**src/verilog/keypad_pkg.sv**
```systemverilog
// Shared sizes, timing constants and debouncer states for the keypad display design
// Modules refer to these by scoped name, keypad_pkg::NAME
`default_nettype none

package keypad_pkg;

    // ========================================
    // Widths
    // ========================================
    localparam int KEY_W     = 4;                      // Hex key code and display digit
    localparam int ROWS      = 4;
    localparam int COLS      = 4;
    localparam int SEG_W     = 7;                      // g..a, active low
    localparam int ROW_IDX_W = $clog2(ROWS);
    localparam int COL_IDX_W = $clog2(COLS);

    // ========================================
    // Timing, in clock cycles
    // ========================================
    localparam int SCAN_DIV       = 4;                 // Dwell per row while scanning
    localparam int DEBOUNCE_COUNT = 8;                 // Stable samples before accept
    localparam int RELEASE_COUNT  = 8;                 // Absent samples before rearm
    localparam int MUX_DIV        = 16;                // Dwell per digit select

    localparam int SCAN_CNT_W = $clog2(SCAN_DIV);
    localparam int MUX_CNT_W  = $clog2(MUX_DIV);
    // One extra bit so either limit fits with room to spare
    localparam int DB_CNT_W   = $clog2((DEBOUNCE_COUNT > RELEASE_COUNT) ?
                                       DEBOUNCE_COUNT : RELEASE_COUNT) + 1;

    localparam logic [SCAN_CNT_W-1:0] SCAN_LAST     = SCAN_CNT_W'(SCAN_DIV - 1);
    localparam logic [MUX_CNT_W-1:0]  MUX_LAST      = MUX_CNT_W'(MUX_DIV - 1);
    localparam logic [DB_CNT_W-1:0]   DEBOUNCE_LAST = DB_CNT_W'(DEBOUNCE_COUNT - 1);
    localparam logic [DB_CNT_W-1:0]   RELEASE_LAST  = DB_CNT_W'(RELEASE_COUNT - 1);
    localparam logic [DB_CNT_W-1:0]   CNT_ONE       = DB_CNT_W'(1);

    // Row 0 strobed first, one-cold
    localparam logic [ROWS-1:0] ROW_FIRST = {{(ROWS - 1){1'b1}}, 1'b0};

    // Debouncer qualification FSM
    typedef enum logic [1:0] {
        IDLE,                                          // Waiting for any key
        QUALIFY,                                       // Counting stable samples
        HELD,                                          // Accepted, waiting for release
        RELEASE                                        // Counting absent samples
    } debounce_state_e;

endpackage

`default_nettype wire

```
**src/verilog/display_driver.sv**
```systemverilog
// Two-digit display history with a time-multiplexed seven-segment output
// Each key_valid strobe shifts right into left and loads the new key on the right
`timescale 1ns/1ps
`default_nettype none

module display_driver (
    input  logic                         clk,
    input  logic                         rst_n,
    input  logic                         key_valid,
    input  logic [keypad_pkg::KEY_W-1:0] key_out,
    output logic [keypad_pkg::SEG_W-1:0] seg,      // g..a, active low
    output logic                         select0,  // Left digit enable
    output logic                         select1   // Right digit enable
);

    logic [keypad_pkg::KEY_W-1:0]     digit_left;
    logic [keypad_pkg::KEY_W-1:0]     digit_right;
    logic [keypad_pkg::KEY_W-1:0]     digit_shown;  // Digit under the active select
    logic [keypad_pkg::MUX_CNT_W-1:0] mux_cnt;

    // ========================================
    // Digit history
    // ========================================
    always_ff @(posedge clk) begin
        if (!rst_n) begin
            digit_left  <= '0;
            digit_right <= '0;
        end else if (key_valid) begin
            digit_left  <= digit_right;     // Older key moves left
            digit_right <= key_out;         // Newest key on the right
        end
    end

    // ========================================
    // Digit select multiplexing
    // ========================================
    always_ff @(posedge clk) begin
        if (!rst_n) begin
            mux_cnt <= '0;
            select0 <= 1'b0;                // Both digits dark in reset
            select1 <= 1'b0;
        end else if (!select0 && !select1) begin
            select0 <= 1'b1;                // First cycle out of reset, start on the left
            mux_cnt <= '0;
        end else if (mux_cnt == keypad_pkg::MUX_LAST) begin
            mux_cnt <= '0;
            select0 <= ~select0;
            select1 <= ~select1;
        end else begin
            mux_cnt <= mux_cnt + 1'b1;
        end
    end

    assign digit_shown = select1 ? digit_right : digit_left;

    // ========================================
    // Hex to segments, active low
    // ========================================
    always_comb begin
        case (digit_shown)          //   gfedcba
            4'h0:    seg = 7'b1000000;
            4'h1:    seg = 7'b1111001;
            4'h2:    seg = 7'b0100100;
            4'h3:    seg = 7'b0110000;
            4'h4:    seg = 7'b0011001;
            4'h5:    seg = 7'b0010010;
            4'h6:    seg = 7'b0000010;
            4'h7:    seg = 7'b1111000;
            4'h8:    seg = 7'b0000000;
            4'h9:    seg = 7'b0010000;
            4'hA:    seg = 7'b0001000;
            4'hB:    seg = 7'b0000011;  // Lower case b
            4'hC:    seg = 7'b1000110;
            4'hD:    seg = 7'b0100001;  // Lower case d
            4'hE:    seg = 7'b0000110;
            default: seg = 7'b0001110;  // F
        endcase
    end

endmodule

`default_nettype wire

```
**src/verilog/key_debouncer.sv**
```systemverilog
// Qualifies a decoded key over DEBOUNCE_COUNT stable samples and strobes it once
// Holds the scanner on the key's row from first sight until full release
`timescale 1ns/1ps
`default_nettype none

module key_debouncer (
    input  logic                         clk,
    input  logic                         rst_n,
    input  logic [keypad_pkg::KEY_W-1:0] key_code,
    input  logic                         key_present,
    output logic                         key_valid,  // One-cycle strobe per press
    output logic [keypad_pkg::KEY_W-1:0] key_out,    // Valid with key_valid
    output logic                         scan_hold   // High in every state but IDLE
);

    keypad_pkg::debounce_state_e     state, state_next;
    logic [keypad_pkg::DB_CNT_W-1:0] cnt, cnt_next;  // Shared by QUALIFY and RELEASE
    logic [keypad_pkg::KEY_W-1:0]    cand;           // Code seen on entry to QUALIFY
    logic                            accept;         // Qualification done this cycle

    // ========================================
    // Next state
    // ========================================
    always_comb begin
        state_next = state;
        cnt_next   = cnt;
        accept     = 1'b0;
        case (state)
            keypad_pkg::IDLE: begin
                if (key_present) begin
                    state_next = keypad_pkg::QUALIFY;
                    cnt_next   = keypad_pkg::CNT_ONE;          // This sample counts
                end
            end
            keypad_pkg::QUALIFY: begin
                if (!key_present || key_code != cand) begin
                    state_next = keypad_pkg::IDLE;             // Bounce or different key
                end else if (cnt == keypad_pkg::DEBOUNCE_LAST) begin
                    state_next = keypad_pkg::HELD;
                    accept     = 1'b1;
                end else begin
                    cnt_next = cnt + 1'b1;
                end
            end
            keypad_pkg::HELD: begin
                if (!key_present) begin
                    state_next = keypad_pkg::RELEASE;
                    cnt_next   = keypad_pkg::CNT_ONE;
                end
            end
            keypad_pkg::RELEASE: begin
                if (key_present) begin
                    state_next = keypad_pkg::HELD;             // Release bounce, no new pulse
                end else if (cnt == keypad_pkg::RELEASE_LAST) begin
                    state_next = keypad_pkg::IDLE;             // Rearmed
                end else begin
                    cnt_next = cnt + 1'b1;
                end
            end
            default: state_next = keypad_pkg::IDLE;
        endcase
    end

    // ========================================
    // Registers
    // ========================================
    always_ff @(posedge clk) begin
        if (!rst_n) begin
            state     <= keypad_pkg::IDLE;
            cnt       <= '0;
            key_valid <= 1'b0;
            scan_hold <= 1'b0;
        end else begin
            state     <= state_next;
            cnt       <= cnt_next;
            key_valid <= accept;
            scan_hold <= (state_next != keypad_pkg::IDLE);     // Rises one cycle after presence
        end
    end

    always_ff @(posedge clk) begin
        if (state == keypad_pkg::IDLE) cand <= key_code;      // Candidate for comparison
        if (accept) key_out <= cand;
    end

endmodule

`default_nettype wire

```
**src/verilog/key_decoder.sv**
```systemverilog
// Maps the strobed row and synchronized columns to a hex key code
// Presence is raised only for a single low column on a single low row
`timescale 1ns/1ps
`default_nettype none

module key_decoder (
    input  logic [keypad_pkg::ROWS-1:0]  row_strobe,  // One-cold
    input  logic [keypad_pkg::COLS-1:0]  col_sync,    // Active low
    output logic [keypad_pkg::KEY_W-1:0] key_code,
    output logic                         key_present
);

    logic [keypad_pkg::ROW_IDX_W-1:0] row_idx;
    logic [keypad_pkg::COL_IDX_W-1:0] col_idx;
    logic                             row_ok;        // Exactly one row low
    logic                             col_ok;        // Exactly one column low

    // ========================================
    // Position of the low bits
    // ========================================
    always_comb begin
        row_idx = '0;
        col_idx = '0;
        for (int r = 0; r < keypad_pkg::ROWS; r++) begin
            if (!row_strobe[r]) row_idx = r[keypad_pkg::ROW_IDX_W-1:0];
        end
        for (int c = 0; c < keypad_pkg::COLS; c++) begin
            if (!col_sync[c]) col_idx = c[keypad_pkg::COL_IDX_W-1:0];
        end
    end

    assign row_ok      = ($countones(~row_strobe) == 1);
    assign col_ok      = ($countones(~col_sync) == 1);   // Rejects two or more keys
    assign key_present = row_ok && col_ok;

    // ========================================
    // Keypad map, {row, col} to hex
    // ========================================
    always_comb begin
        case ({row_idx, col_idx})
            4'd0:    key_code = 4'h1;
            4'd1:    key_code = 4'h2;
            4'd2:    key_code = 4'h3;
            4'd3:    key_code = 4'hA;
            4'd4:    key_code = 4'h4;
            4'd5:    key_code = 4'h5;
            4'd6:    key_code = 4'h6;
            4'd7:    key_code = 4'hB;
            4'd8:    key_code = 4'h7;
            4'd9:    key_code = 4'h8;
            4'd10:   key_code = 4'h9;
            4'd11:   key_code = 4'hC;
            4'd12:   key_code = 4'hE;   // Star position on a phone-style pad
            4'd13:   key_code = 4'h0;
            4'd14:   key_code = 4'hF;   // Hash position
            default: key_code = 4'hD;
        endcase
    end

endmodule

`default_nettype wire

```
**src/verilog/keypad_display_top.sv**
```systemverilog
// Keypad to seven-segment top level, scanner through display driver
// Board pins only; the clock arrives on a port
`timescale 1ns/1ps
`default_nettype none

module keypad_display_top (
    input  logic                        clk,
    input  logic                        rst_n,
    input  logic [keypad_pkg::COLS-1:0] keypad_cols,  // Active low, pulled up on board
    output logic [keypad_pkg::ROWS-1:0] keypad_rows,  // One-cold row drive
    output logic [keypad_pkg::SEG_W-1:0] seg,
    output logic                        select0,
    output logic                        select1
);

    // ========================================
    // Internal nets
    // ========================================
    logic [keypad_pkg::ROWS-1:0]  row_strobe;    // Scanner to decoder
    logic [keypad_pkg::COLS-1:0]  col_sync;
    logic [keypad_pkg::KEY_W-1:0] key_code;      // Decoder to debouncer
    logic                         key_present;
    logic                         key_valid;     // Debouncer to display
    logic [keypad_pkg::KEY_W-1:0] key_out;
    logic                         scan_hold;     // Debouncer back to scanner

    keypad_scanner scanner_inst (
        .clk         (clk),
        .rst_n       (rst_n),
        .scan_hold   (scan_hold),
        .keypad_cols (keypad_cols),
        .keypad_rows (keypad_rows),
        .row_strobe  (row_strobe),
        .col_sync    (col_sync)
    );

    key_decoder decoder_inst (
        .row_strobe  (row_strobe),
        .col_sync    (col_sync),
        .key_code    (key_code),
        .key_present (key_present)
    );

    key_debouncer debouncer_inst (
        .clk         (clk),
        .rst_n       (rst_n),
        .key_code    (key_code),
        .key_present (key_present),
        .key_valid   (key_valid),
        .key_out     (key_out),
        .scan_hold   (scan_hold)
    );

    display_driver display_inst (
        .clk         (clk),
        .rst_n       (rst_n),
        .key_valid   (key_valid),
        .key_out     (key_out),
        .seg         (seg),
        .select0     (select0),
        .select1     (select1)
    );

endmodule

`default_nettype wire

```
**src/verilog/keypad_scanner.sv**
```systemverilog
// Row strobe generator and column synchronizer for a 4x4 active-low keypad
// Scan pauses while scan_hold is high so the pressed key's row stays driven
`timescale 1ns/1ps
`default_nettype none

module keypad_scanner (
    input  logic                        clk,
    input  logic                        rst_n,
    input  logic                        scan_hold,    // From debouncer, freeze on current row
    input  logic [keypad_pkg::COLS-1:0] keypad_cols,  // Raw pins, active low
    output logic [keypad_pkg::ROWS-1:0] keypad_rows,  // Driven pins, one-cold
    output logic [keypad_pkg::ROWS-1:0] row_strobe,   // Row aligned with col_sync
    output logic [keypad_pkg::COLS-1:0] col_sync      // Columns after two flops
);

    // ========================================
    // Row rotation
    // ========================================
    logic [keypad_pkg::SCAN_CNT_W-1:0] div_cnt;      // Dwell counter for the current row
    logic [keypad_pkg::ROWS-1:0]       row_reg;      // One-cold, drives the pins
    logic [keypad_pkg::ROWS-1:0]       row_d1;       // First delay stage of row copy
    logic [keypad_pkg::COLS-1:0]       col_meta;     // First synchronizer stage

    always_ff @(posedge clk) begin
        if (!rst_n) begin
            div_cnt <= '0;
            row_reg <= keypad_pkg::ROW_FIRST;         // Row 0 after reset
        end else if (scan_hold) begin
            // Stay on the row under qualification
            // and restart the dwell so release gives a full window
            div_cnt <= '0;
        end else if (div_cnt == keypad_pkg::SCAN_LAST) begin
            div_cnt <= '0;
            row_reg <= {row_reg[keypad_pkg::ROWS-2:0], row_reg[keypad_pkg::ROWS-1]};
        end else begin
            div_cnt <= div_cnt + 1'b1;
        end
    end

    assign keypad_rows = row_reg;

    // ========================================
    // Column sync and row alignment
    // ========================================
    // Columns take two flops to settle, so the row copy takes two as well.
    // The decoder then sees each column sample next to the row that made it.
    always_ff @(posedge clk) begin
        if (!rst_n) begin
            col_meta   <= '1;                        // Idle level, no key
            col_sync   <= '1;
            row_d1     <= keypad_pkg::ROW_FIRST;
            row_strobe <= keypad_pkg::ROW_FIRST;
        end else begin
            col_meta   <= keypad_cols;               // May go metastable
            col_sync   <= col_meta;                  // Safe to use from here
            row_d1     <= row_reg;
            row_strobe <= row_d1;
        end
    end

endmodule

`default_nettype wire
```
**config.mk**
```make
export PLATFORM = sky130hd
export DESIGN_NAME = keypad_display_top
export DESIGN_NICKNAME = d
export VERILOG_FILES = /design/src/verilog/keypad_pkg.sv /design/src/verilog/display_driver.sv /design/src/verilog/key_debouncer.sv /design/src/verilog/key_decoder.sv /design/src/verilog/keypad_display_top.sv /design/src/verilog/keypad_scanner.sv
export SDC_FILE = /design/constraint.sdc
export NUM_CORES = 1
export LEC_CHECK = 0
export BUFFER_PORTS_ARGS = -buffer_cell sky130_fd_sc_hd__buf_2
export CORE_ASPECT_RATIO = 0.9
export CORE_MARGIN = 10
export CORE_UTILIZATION = 29
export CTS_CLUSTER_SIZE = 30
export DETAILED_ROUTE_END_ITERATION = 12
export PLACE_DENSITY = 0.56
export RECOVER_POWER = 100
export REMOVE_ABC_BUFFERS = 1
export SLEW_MARGIN = 30
export SYNTH_ARGS = -nofsm -noshare
export SYNTH_HDL_FRONTEND = slang
export SYNTH_HIERARCHICAL = 1
export SYNTH_SLANG_ARGS = --single-unit
```
**constraint.sdc**
```tcl
create_clock -name clk -period 2.8 [get_ports clk]
set_input_delay 0.42 -clock clk [delete_from_list [all_inputs] [get_ports clk]]
set_output_delay 0.42 -clock clk [all_outputs]
set_load 0.01 [all_outputs]
```
# --- Word-level counts from Yosys, hierarchy flattened ---
# Memories as Yosys holds them, arrays and structs flattened.
# Cells that the tools add are included.
totals:
  output_inout_bits: 13
  reg_bits: 52
  input_bits: 6
  romBits: 176
  memories: 2
memory_table:
  columns: ["memory", "depth", "word_bits", "rd", "rd_ports_with_merged_regs", "write_ports", "line_no", "text"]
  rows:
  - ["(no name shown)", 16, 7, 1, 0, 0, "display_driver.sv:60", "case (digit_shown)"]
  - ["(no name shown)", 16, 4, 1, 0, 0, "key_decoder.sv:40", "case ({row_idx, col_idx})"]
classes:
  mux: 25
  reduce_logical: 14
  n_eq_ne: 13
  n_bitwise: 7
  n_addsub: 9
ops:
  columns: ["operator", "count"]
  rows:
  - ["$add A32 B32 Y32", 2]
  - ["$eq A32 B2 Y1 const B", 2]
  - ["$mux W4", 6]
  - ["$mux W2", 10]
  - ["$pmux W4 S4", 1]
  - ["$add A1 B1 Y2", 4]
  - ["$add A4 B1 Y4 const B", 2]
  - ["$not A4 Y4", 2]
  - ["$pmux W2 S4", 1]
  - ["$mux W1", 7]
  - ["$eq A2 B2 Y1 const B", 3]
  - ["$ne A2 B2 Y1 const B", 3]
  - ["$reduce_or A3 Y1", 2]
  - ["$not A1 Y1", 5]
  - ["$eq A4 B3 Y1 const B", 1]
  - ["$eq A4 B4 Y1 const B", 1]
  - ["$ne A4 B4 Y1", 1]
  - ["$reduce_and A2 Y1", 2]
  - ["$reduce_and A4 Y1", 1]
  - ["$reduce_bool A2 Y1", 2]
  - ["$logic_not A1 Y1", 3]
  - ["$add A2 B1 Y2 const B", 1]
  - ["$eq A2 B1 Y1 const B", 1]
  - ["$logic_and A1 B1 Y1", 2]
  - ["3 further kinds", 3]

# --- Logic depth before layout (Yosys ltp) ---
# Gate-level depths: netlist (run 1).
depth:
  depth_word: 10
  ltp_mapped: 11
  depth_no_buf: 11

# --- Modules after synthesis ---
# The synthesis (run 1) kept the hierarchy.
by_module_without_submodules:
  columns: ["module", "cells_per_inst", "instances", "area_each_um2", "seq_area_each_um2"]
  rows:
  - ["display_driver", 84, 1, 854.6, 280.3]
  - ["key_debouncer", 69, 1, 733.2, 400.4]
  - ["keypad_scanner", 52, 1, 695.7, 440.4]
  - ["key_decoder", 41, 1, 314.1, 0.0]

# --- Worst setup path before layout (run 1) ---
# No wires, ideal clock.
synth_timing:
  path_kind: "flip-flop to flip-flop"
  startpoint: "register scanner_inst/row_strobe[0] in the netlist's numbering"
  endpoint: "register debouncer_inst/cnt[2] in the netlist's numbering"
  required_ns: 2.670
  path_buffers: 0
  t_arrival_ns: 2.806
  synth_period_minus_slack_ns: 2.936
  stages_incl_launch_ff: 11
  setup_slack_ns: -0.136
  cell_sequence: "dfxtp_1 fa_1 inv_1 ha_1 ha_1 or4b_1 nor3b_2 nor2b_1 o21ai_0 a32oi_1 o211ai_1"
synth_via:
  elab_chain_len: 9
  elab_cells_between_ends: 12
  cone_classes: "add/sub (2); eq/ne (5); bitwise (1); reduce/logical (4)"
synth_lines:
  columns: ["item", "line_no", "text"]
  rows:
  - ["start, declared", "keypad_scanner.sv:12", "output logic [keypad_pkg::ROWS-1:0] row_strobe,"]
  - ["start signal, assigned", "keypad_scanner.sv:52", "row_strobe <= keypad_pkg::ROW_FIRST;"]
  - ["start signal, assigned", "keypad_scanner.sv:57", "row_strobe <= row_d1;"]
  - ["$not A4 Y4 *", "key_decoder.sv:32", "assign row_ok = ($countones(~row_strobe) == 1);"]
  - ["$add A1 B1 Y2 (implied by the code) *", "key_decoder.sv:32", null]
  - ["$add A32 B32 Y32 (implied by the code) *", "key_decoder.sv:32", null]
  - ["$eq A32 B2 Y1 *", "key_decoder.sv:32", null]
  - ["$logic_and A1 B1 Y1 *", "key_decoder.sv:34", "assign key_present = row_ok && col_ok;"]
  - ["net key_present", "keypad_display_top.sv:22", "logic key_present;"]
  - ["$logic_not A1 Y1", null, null]
  - ["$logic_or A1 B1 Y1", "key_debouncer.sv:36", "if (!key_present || key_code != cand) begin"]
  - ["$ne A2 B2 Y1 (no line)", null, null]
  - ["$reduce_and A4 Y1 (no line) *", null, null]
  - ["end signal, assigned", "key_debouncer.sv:75", "cnt <= cnt_next;"]
  - ["end, declared", "key_debouncer.sv:17", "logic [keypad_pkg::DB_CNT_W-1:0] cnt, cnt_next;"]
# The timed path passes the listed nets; every way through them passes the cells marked *.
# A chain may end at the register's enable or synchronous reset.

# --- Worst setup path after layout (run 1) ---
layout_timing:
  startpoint: "register scanner_inst/row_strobe[3] in the netlist's numbering"
  endpoint: "register debouncer_inst/cnt[0] in the netlist's numbering"
# The elaborated chain is that of the path after synthesis.

==> results, run 1 <==
- The run finished, with violations left.
- The final reports fail on negative setup slack.
- After synthesis, the share of flip-flops with an asynchronous set or reset is 0%.
- The final cycle utilization of the critical path is 102%.
- The most area-hungry cell type in the Yosys netlist is sky130_fd_sc_hd__dfxtp_1.
- The largest stage delay on the critical path is 530 ps.
- The residual DRC count is 0.
- The setup check on the worst reg-to-reg path leaves a slack of -70 ps.
- Among all flip-flop cells after synthesis, the most frequent one is sky130_fd_sc_hd__dfxtp_1.
- The final routed wire length divided by cell count is 10.9 µm.
- The post-route worst setup slack is -67.7 ps.
- The number of failing hold endpoints at the final stage came to 0.
- Summing all non-filler instances in the final layout gives an area of 3050 µm².
- From left edge to right edge, the die measures 120 µm.
- For this run, the top clock speed supported by timing is 349 MHz.
- The slowest stage of the critical path belongs to the cell sky130_fd_sc_hd__fa_1.
- The final routed wirelength across all metal layers is 4310 µm.
- Once the floorplan was initialized, standard cells occupied 30.0% of the core.
- For the pin with the worst max-slew slack, the measured transition is 555 ps.
- Data on the critical path is required at its endpoint by 3050 ps.
- Measured against its own limit, the worst slew margin works out to 63.0%.
- The data arrival time of the critical path is 3120 ps.
- The count of vias placed by the detailed router is 1,750.
- The first global-routing pass estimated 7610 µm of wire.
- CTS placed an instance of sky130_fd_sc_hd__clkbuf_8 at the clock tree root.
- The number of flip-flops and latches in the synthesized netlist is 52.
- The type of the worst min-delay path is input port to register.
- The buffer depth of the longest clock path is 2.
- The number of buffers created by CTS is 5.
- The number of synthesized flops with an enable pin is 8.
- The Yosys step of the flow raised 6 warnings.
- The worst setup path is launched from a register.
- Setup repair after global routing could not meet its margin everywhere.
- The number of distinct library cells after synthesis is 55.
- The core region is 8650 µm².
- The clock net in this run drives a total of 52 sinks.
- The register cell area after layout is 1120 µm².
- The floorplan step set the die height to 110 µm.
- Tracing the worst setup path back leads to its startpoint at scanner_inst/row_strobe[3]$_SDFF_PN1_.
- After synthesis, the cell types taking the most area are sky130_fd_sc_hd__dfxtp_1 (34%), sky130_fd_sc_hd__edfxtp_1 (9.2%), sky130_fd_sc_hd__ha_1 (8.7%).
- The destination of the critical timing path is debouncer_inst/cnt[0]$_SDFFE_PN0P_.
- The port buffer count is 18.
- Setup violations remaining at the end of the flow were counted as 9.
- For this block, the initial DRC count from the detailed router was 69.
- The switching power summed over all nets is 0.344 mW.
- Entering global routing, the biggest net connects 32 pins.
- The initial antenna violation count was 0.
- Counting the fill cells in the layout gives 923.
- The clock tree synthesis step divided the H-tree into 2 levels.
- The count of nets left with antenna violations once routing finished came out at 0.
- 0 antenna diodes ended up in the layout.
- Walking the worst path, the cells encountered are fa_1 > inv_1 > ha_2 > ha_4 > or4b_4 > nor3b_4 > buf_6 > xnor2_4 > a211oi_2 > o221a_2.
- The logic gate share of total power is 11.6%.
- IR analysis of the VDD net gives a maximum drop of 241 µV.
- The critical path is of the register to register type.
- For this run the aggregate overflow at the end of global routing stands at 0.
- The placed instances occupy a cell area of 2860 µm².
- The count of boundary I/O pins is 19.
- The worst register-to-register path ends at debouncer_inst/cnt[0]$_SDFFE_PN0P_.
- For the final routed database, the setup TNS stands at -426 ps.
- Clock-pin slew was measured on the worst setup and hold paths at 90 ps.
- The top cell type by area accounts for 33.9% of the synthesized area.
- The via density per instance is 4.42.
- Of all nets on the critical path, the largest fanout is 4.
- The worst setup path is captured at a register.
- Across the run, the number of max-cap violations was 0.
- The die covers 13,100 µm².
- At the end of routability-driven placement, the weighted congestion stood at 0.748.
- The count of standard-cell rows is 32.
- Net switching is 22.2% of the power.
- The mapped netlist covers 2600 µm².
- On the final layout, the worst clock skew is 12.3 ps.
- The sequential share of power is 52.3%.
- The via count of the first global-routing pass was 1,730.
- The startpoint identified for the worst register-to-register timing path is scanner_inst/row_strobe[3]$_SDFF_PN1_.
- From synthesis to final layout, the design area changed by 17.5%.
- For this run, the post-layout net count is 302.
- The internal portion of the total power is 1.20 mW.
- The clock tree from TritonCTS is built.
- The worst setup slack before clock tree synthesis is -223 ps.
- Hold timing on the final database bottoms out at a slack of 303 ps.
- The max-slew violation count came to 0.
- The detailed-routing iteration count for the pre-antenna-repair pass is 6.
- Synthesis produced a netlist whose cell count is 246.
- Summed over all cells, the static leakage comes to 1.24 nW.
- For this design the ratio of total power to cell area is 507 nW/µm².
- Counting cells, the worst reg-to-reg path comes to 10.
- The fraction of the core area covered by cells at the end of the flow is 35.3%.
- The clock network is responsible for 36.0% of the overall power.
- The share of final-layout standard cells stronger than drive strength 1 is 17.7%.
- The mean instance size in the synthesized netlist is 10.6 µm².
- The fraction of the yosys area taken by sequential cells is 43.2%.
- Global routing used 6.82% of the available tracks.
- The HPWL after detailed placement is 3190 µm.
- The clock period minus final worst setup slack is 2870 ps.
- Summing all multi-input logic gate instances after layout gives 1400 µm².
- The later pin in the worst-skew pair is clocked with a latency of 300 ps.
-- what timing repair did --
item | in CTS | in global routing
gates resized for setup | 19 | 1
pin swaps | 8 | 0
hold endpoints to repair | 0 | 0
setup endpoints to repair | 10 | 10
setup buffers | 1 | 1
hold buffers | 0 | 0
-- metrics by stage --
step	power, mW	instances
finish	1.55	396
global route	1.62	396
CTS	1.57	395
detailed placement	0.987	386
global placement	0.985	386
floorplan	0.932	237
-- power by group through the flow --
stage | combinational [mW] | sequential, mW | clock, mW
after detailed placement | 0.159 | 0.829 | 0
after global placement | 0.157 | 0.828 | 0
after CTS | 0.181 | 0.812 | 0.579
final | 0.180 | 0.811 | 0.557
after floorplan | 0.106 | 0.826 | 0
after global routing | 0.202 | 0.815 | 0.603
-- worst min path at each step --
stage	start	endpoint	slack (ps)	cells past startpoint
floorplan	scanner_inst/col_meta[0]$_SDFF_PN1_	scanner_inst/col_sync[0]$_SDFF_PN1_	390	1
global placement	scanner_inst/col_meta[3]$_SDFF_PN1_	scanner_inst/col_sync[3]$_SDFF_PN1_	390	1
detailed placement	scanner_inst/col_meta[2]$_SDFF_PN1_	scanner_inst/col_sync[2]$_SDFF_PN1_	390	1
CTS	keypad_cols[1]	scanner_inst/col_meta[1]$_SDFF_PN1_	290	2
global route	keypad_cols[1]	scanner_inst/col_meta[1]$_SDFF_PN1_	310	2
finish	keypad_cols[1]	scanner_inst/col_meta[1]$_SDFF_PN1_	300	2
-- layout by cell type, fill, tap and decap left out, types with 2 or more instances in the layout --
| master | n |
|---|---|
| sky130_fd_sc_hd__o211ai_1 | 2 |
| sky130_fd_sc_hd__dfxtp_1 | 42 |
| sky130_fd_sc_hd__buf_6 | 2 |
| sky130_fd_sc_hd__o22ai_1 | 3 |
| sky130_fd_sc_hd__clkbuf_1 | 13 |
| sky130_fd_sc_hd__mux2i_1 | 17 |
| sky130_fd_sc_hd__xnor2_1 | 2 |
| sky130_fd_sc_hd__and2_1 | 3 |
| sky130_fd_sc_hd__nor2b_1 | 13 |
| sky130_fd_sc_hd__edfxtp_1 | 8 |
| sky130_fd_sc_hd__a21oi_1 | 7 |
| sky130_fd_sc_hd__ha_1 | 16 |
| sky130_fd_sc_hd__nor4_1 | 2 |
| sky130_fd_sc_hd__nand3_1 | 8 |
| sky130_fd_sc_hd__mux2_1 | 3 |
| sky130_fd_sc_hd__o21ai_0 | 3 |
| sky130_fd_sc_hd__fa_1 | 2 |
| sky130_fd_sc_hd__nor2_1 | 9 |
| sky130_fd_sc_hd__dfxtp_2 | 2 |
| sky130_fd_sc_hd__clkbuf_8 | 5 |
| sky130_fd_sc_hd__nand2_1 | 13 |
| sky130_fd_sc_hd__xor2_1 | 5 |
| sky130_fd_sc_hd__nand2b_1 | 18 |
| sky130_fd_sc_hd__buf_2 | 8 |
| sky130_fd_sc_hd__inv_1 | 20 |
| sky130_fd_sc_hd__buf_4 | 10 |
-- cell usage after synthesis, drive strengths merged (3+ instances only) --
library cell / n
nor2b: 15
xnor2: 3
inv: 20
nand2b: 20
nor2: 9
mux2: 4
a21oi: 7
edfxtp: 8
mux2i: 18
nand3: 8
clkbuf: 3
ha: 18
dfxtp: 44
and2: 3
buf: 6
nand2: 13
o21ai: 5
o22ai: 3
xor2: 5
-- layout make-up --
type	count	area share [%]
clock buffers	7	3.20
inverters	20	2.46
clock inverters	1	0.984
repair buffers	32	5.98
flip-flops and latches	52	36.8
multi-input cells	165	45.7
well taps	119	4.88
-- worst max-delay path, delay by kind of cell (launching register included) --
family                   cells  cell delay (ps)
XOR/XNOR                     1               70
AO/OA/AOI/OAI                2              490
buffers and inverters        2              210
flip-flops                   1              340
AND/OR/NAND/NOR              2              780
adder cells (fa/ha/maj)      3              930
-- cell families (layout without fill, tap and decap cells) --
group	count (synthesis)	count (layout)	share of synthesized area, %
AOI/OAI and AO/OA	30	30	7.90
adders and majority gates	20	20	10.2
DFF	52	52	43.2
and+or+nand+nor	84	84	19.7
buffers and inverters	29	60	5.39
muxes	23	23	10.9
xor gates and xnor gates	8	8	2.70
-- metal layers --
| layer | vias up | GRT usage, % | wire [µm] |
|---|---|---|---|
| li1 | 903 | - | - |
| met4 | 0 | 2.32 | 42 |
| met5 | - | 0 | 0 |
| met3 | 5 | 2.51 | 214 |
| met1 | 809 | 7.55 | 2030 |
| met2 | 33 | 12.0 | 2030 |
No activity file was read; power rests on OpenSTA's default activity.
==> run 2, diff against run 1 <==
CORE_ASPECT_RATIO = 1.5   (was 0.9)
GPL_TIMING_DRIVEN = 0   (was default)
==> run 2 against run 1 <==
The run still ends with negative setup slack left. Largest power group unchanged. Critical path depth did not move. Clock power rose by 8.8%. Clock-buffer cell count fell by 2. Critical endpoint is now debouncer_inst/cnt[2]$_SDFFE_PN0P_. Die area rose by 0.55%. Highest routed layer unchanged.
==> results, run 2 (same netlist as run 1, synthesis figures left out) <==
- For this design the static power due to leakage is 1.21 nW.
- No sink is reached through more buffers than the 2 on the longest clock path.
- The worst hold path begins at keypad_cols[0].
- The port buffer count is 18.
- Setup repair after global routing could not meet its margin everywhere.
- The count of boundary I/O pins is 19.
- The data arrival time of the critical path is 3070 ps.
- The detailed placer's ending HPWL is 3070 µm.
- The global routing usage on met1 is 6.84%.
- Timing would allow up to 344 MHz.
- The number of failing hold endpoints at the final stage is 0.
- The initial detailed-routing violation count is 131.
- Row generation in the floorplan step produced 42 rows.
- The area overhead of the layout relative to synthesis is 16.4%.
- The first global-routing pass estimated 7670 µm of wire.
- The clock net in this run drives a total of 52 sinks.
- The routed design has 4340 µm of wire.
- Cells with a size suffix above 1 make up 19.5% of the layout.
- In this design, the largest share of critical-path delay is due to simple AND/OR/NAND/NOR gates.
- In this run the tightest slew margin relative to its limit is 43.4%.
- The clock tree synthesis step divided the H-tree into 2 levels.
- At the later pin of the worst-skew pair, clock insertion delay measures 290 ps.
- Clock-pin slew was measured on the worst setup and hold paths at 70 ps.
- The total overflow left after global routing is 0.
- Once the floorplan was initialized, standard cells occupied 29.6% of the core.
- The antenna diode count is 0.
- The worst hold path terminates at scanner_inst/col_meta[0]$_SDFF_PN1_.
- The global-route layer with the greatest usage is met2.
- The origin of the critical flop-to-flop path is scanner_inst/row_strobe[1]$_SDFF_PN1_.
- The residual antenna-violating net count after detailed routing is 0.
- Among all stages on the critical path, the largest delay is contributed by sky130_fd_sc_hd__fa_1.
- The critical path data required time is 2960 ps.
- The number of hold buffers added after CTS is 0.
- The endpoint of the most critical register-to-register path is debouncer_inst/cnt[2]$_SDFFE_PN0P_.
- The detailed-routing iteration count for the pre-antenna-repair pass is 4.
- The worst-path maximum fanout is 3.
- The congestion estimate from routability-driven global placement came to 0.813.
- The final critical path takes up 104% of the cycle.
- The number of setup violations in the final report is 9.
- The count of cell instances traversed by the critical path is 10.
- The worst hold path passes through 2 cells.
- For this run, global-route usage on met2 was measured as 12.3%.
- The floorplan step set the die width to 97.3 µm.
- For the pin with the worst max-slew slack, the measured transition is 826 ps.
- The critical path is of the register to register type.
- The type of the worst min-delay path is input port to register.
- The tool flagged a number of max-cap violations equal to 0.
- Entering global routing, the biggest net connects 42 pins.
- The startpoint class of the critical path is a register.
- Counting both buffers and inverters, the worst setup path holds a total of 1.
- The worst setup slack for register-to-register paths is -110 ps.
- For this run, the slowest stage of the critical path takes 530 ps.
- The die is 136 µm tall.
- The worst setup path is captured at a register.
- The area inside the core boundary is 8780 µm².
- The number of buffers created by CTS is 5.
- CTS placed an instance of sky130_fd_sc_hd__clkbuf_16 at the clock tree root.
- The residual DRC count is 0.
- The area enclosed by the die boundary is 13,200 µm².
- The worst register-to-register path has a depth of 10.
- The via count of the first global-routing pass is 1,749.
- The post-route worst setup slack is -105 ps.
- VDD sags by at most 375 µV.
- The post-layout total power is 1.60 mW.
- The initial antenna violation count is 0.
- The library cell used most frequently in the layout, excluding fill and tap cells, is sky130_fd_sc_hd__dfxtp_1.
- The power per standard cell area is 530 nW/µm².
- Walking the worst path, the cells encountered are fa_1 > inv_1 > ha_2 > ha_4 > or4b_4 > nor3b_4 > nor2b_4 > o21ai_2 > a32oi_1 > o211ai_1.
- The setup skew after layout is 5.13 ps.
- In the global route stage, overall resource usage came out at 6.73%.
- The via density per instance is 4.57.
- The clock tree from TritonCTS is built.
- The max-slew violation count is 0.
- The placed instances occupy a cell area of 2760 µm².
- The run finished, with violations left.
- For met3 alone, demand over resource in global routing was 1.98%.
- The final reports fail on negative setup slack.
- The layout net count is 292.
- In the final routed layout, each cell accounts on average for 11.5 µm.
- In the layout the commonest cells are sky130_fd_sc_hd__dfxtp_1 (40), sky130_fd_sc_hd__inv_1 (20), sky130_fd_sc_hd__nand2b_1 (18).
- The count of vias placed by the detailed router is 1,722.
- After layout, the minimum clock period comes to 2910 ps.
- After routing the design area is 3020 µm².
run 2: changes by cell type in the layout (fill, tap and decap cells not counted), moves of 4 or more:
| cell | change |
|---|---|
| sky130_fd_sc_hd__buf_4 | -7 |
| sky130_fd_sc_hd__clkbuf_1 | -6 |
| sky130_fd_sc_hd__clkbuf_16 | +4 |
| sky130_fd_sc_hd__clkbuf_8 | -5 |
run 2: layer usage:
layer / up-vias / wire, µm
met5: - / 0
met4: 0 / 125
met3: 12 / 207
met2: 38 / 2180
met1: 786 / 1830
li1: 886 / -
run 2: how the worst max path moves through the flow:
stage                                          start  slack, ps                            endpoint
3_3_place_gp   scanner_inst/row_strobe[3]$_SDFF_PN1_       -490  debouncer_inst/cnt[2]$_SDFFE_PN0P_
5_1_grt        scanner_inst/row_strobe[1]$_SDFF_PN1_       -190  debouncer_inst/cnt[0]$_SDFFE_PN0P_
3_5_place_dp   scanner_inst/row_strobe[3]$_SDFF_PN1_       -520  debouncer_inst/cnt[2]$_SDFFE_PN0P_
6_report       scanner_inst/row_strobe[1]$_SDFF_PN1_       -110  debouncer_inst/cnt[2]$_SDFFE_PN0P_
2_1_floorplan  scanner_inst/row_strobe[0]$_SDFF_PN0_       -140  debouncer_inst/cnt[2]$_SDFFE_PN0P_
4_1_cts        scanner_inst/row_strobe[1]$_SDFF_PN1_        -40  debouncer_inst/cnt[0]$_SDFFE_PN0P_
run 2: layout make-up:
class                           count  area [µm²]
Clock buffer                        5         125
Clock inverter                      3        23.8
Fill cell                         878        5750
Inverter                           20        75.1
Multi-Input combinational cell    165        1420
Sequential cell                    52        1130
Tap cell                          110         138
Timing Repair Buffer               22         115
run 2: timing repair:
item / CTS / global route
buffers inserted: 4 / 0
resized for setup: 19 / 8
pin swaps: 8 / 4
endpoints found under the setup margin: 12 / 13
run 2: where the power goes:
part | switching (mW) | total (mW) | internal (mW)
clock network | 0.274 | 0.606 | 0.333
logic | 0.0974 | 0.185 | 0.0879
registers | 0.0191 | 0.810 | 0.791
total | 0.390 | 1.60 | 1.21
run 2: per-stage QoR:
stage / TNS (ps) / instances / utilization (%) / worst slack [ps] / hold slack, ps
after floorplan: -636 / 237 / - / -136 / 386
after global placement: -3710 / 365 / 31.5 / -492 / 389
after detailed placement: -3830 / 365 / 31.5 / -519 / 392
after CTS: -79.8 / 377 / 34.3 / -42.1 / 302
after global routing: -1670 / 377 / 34.5 / -192 / 310
final: -508 / 377 / 34.5 / -105 / 308
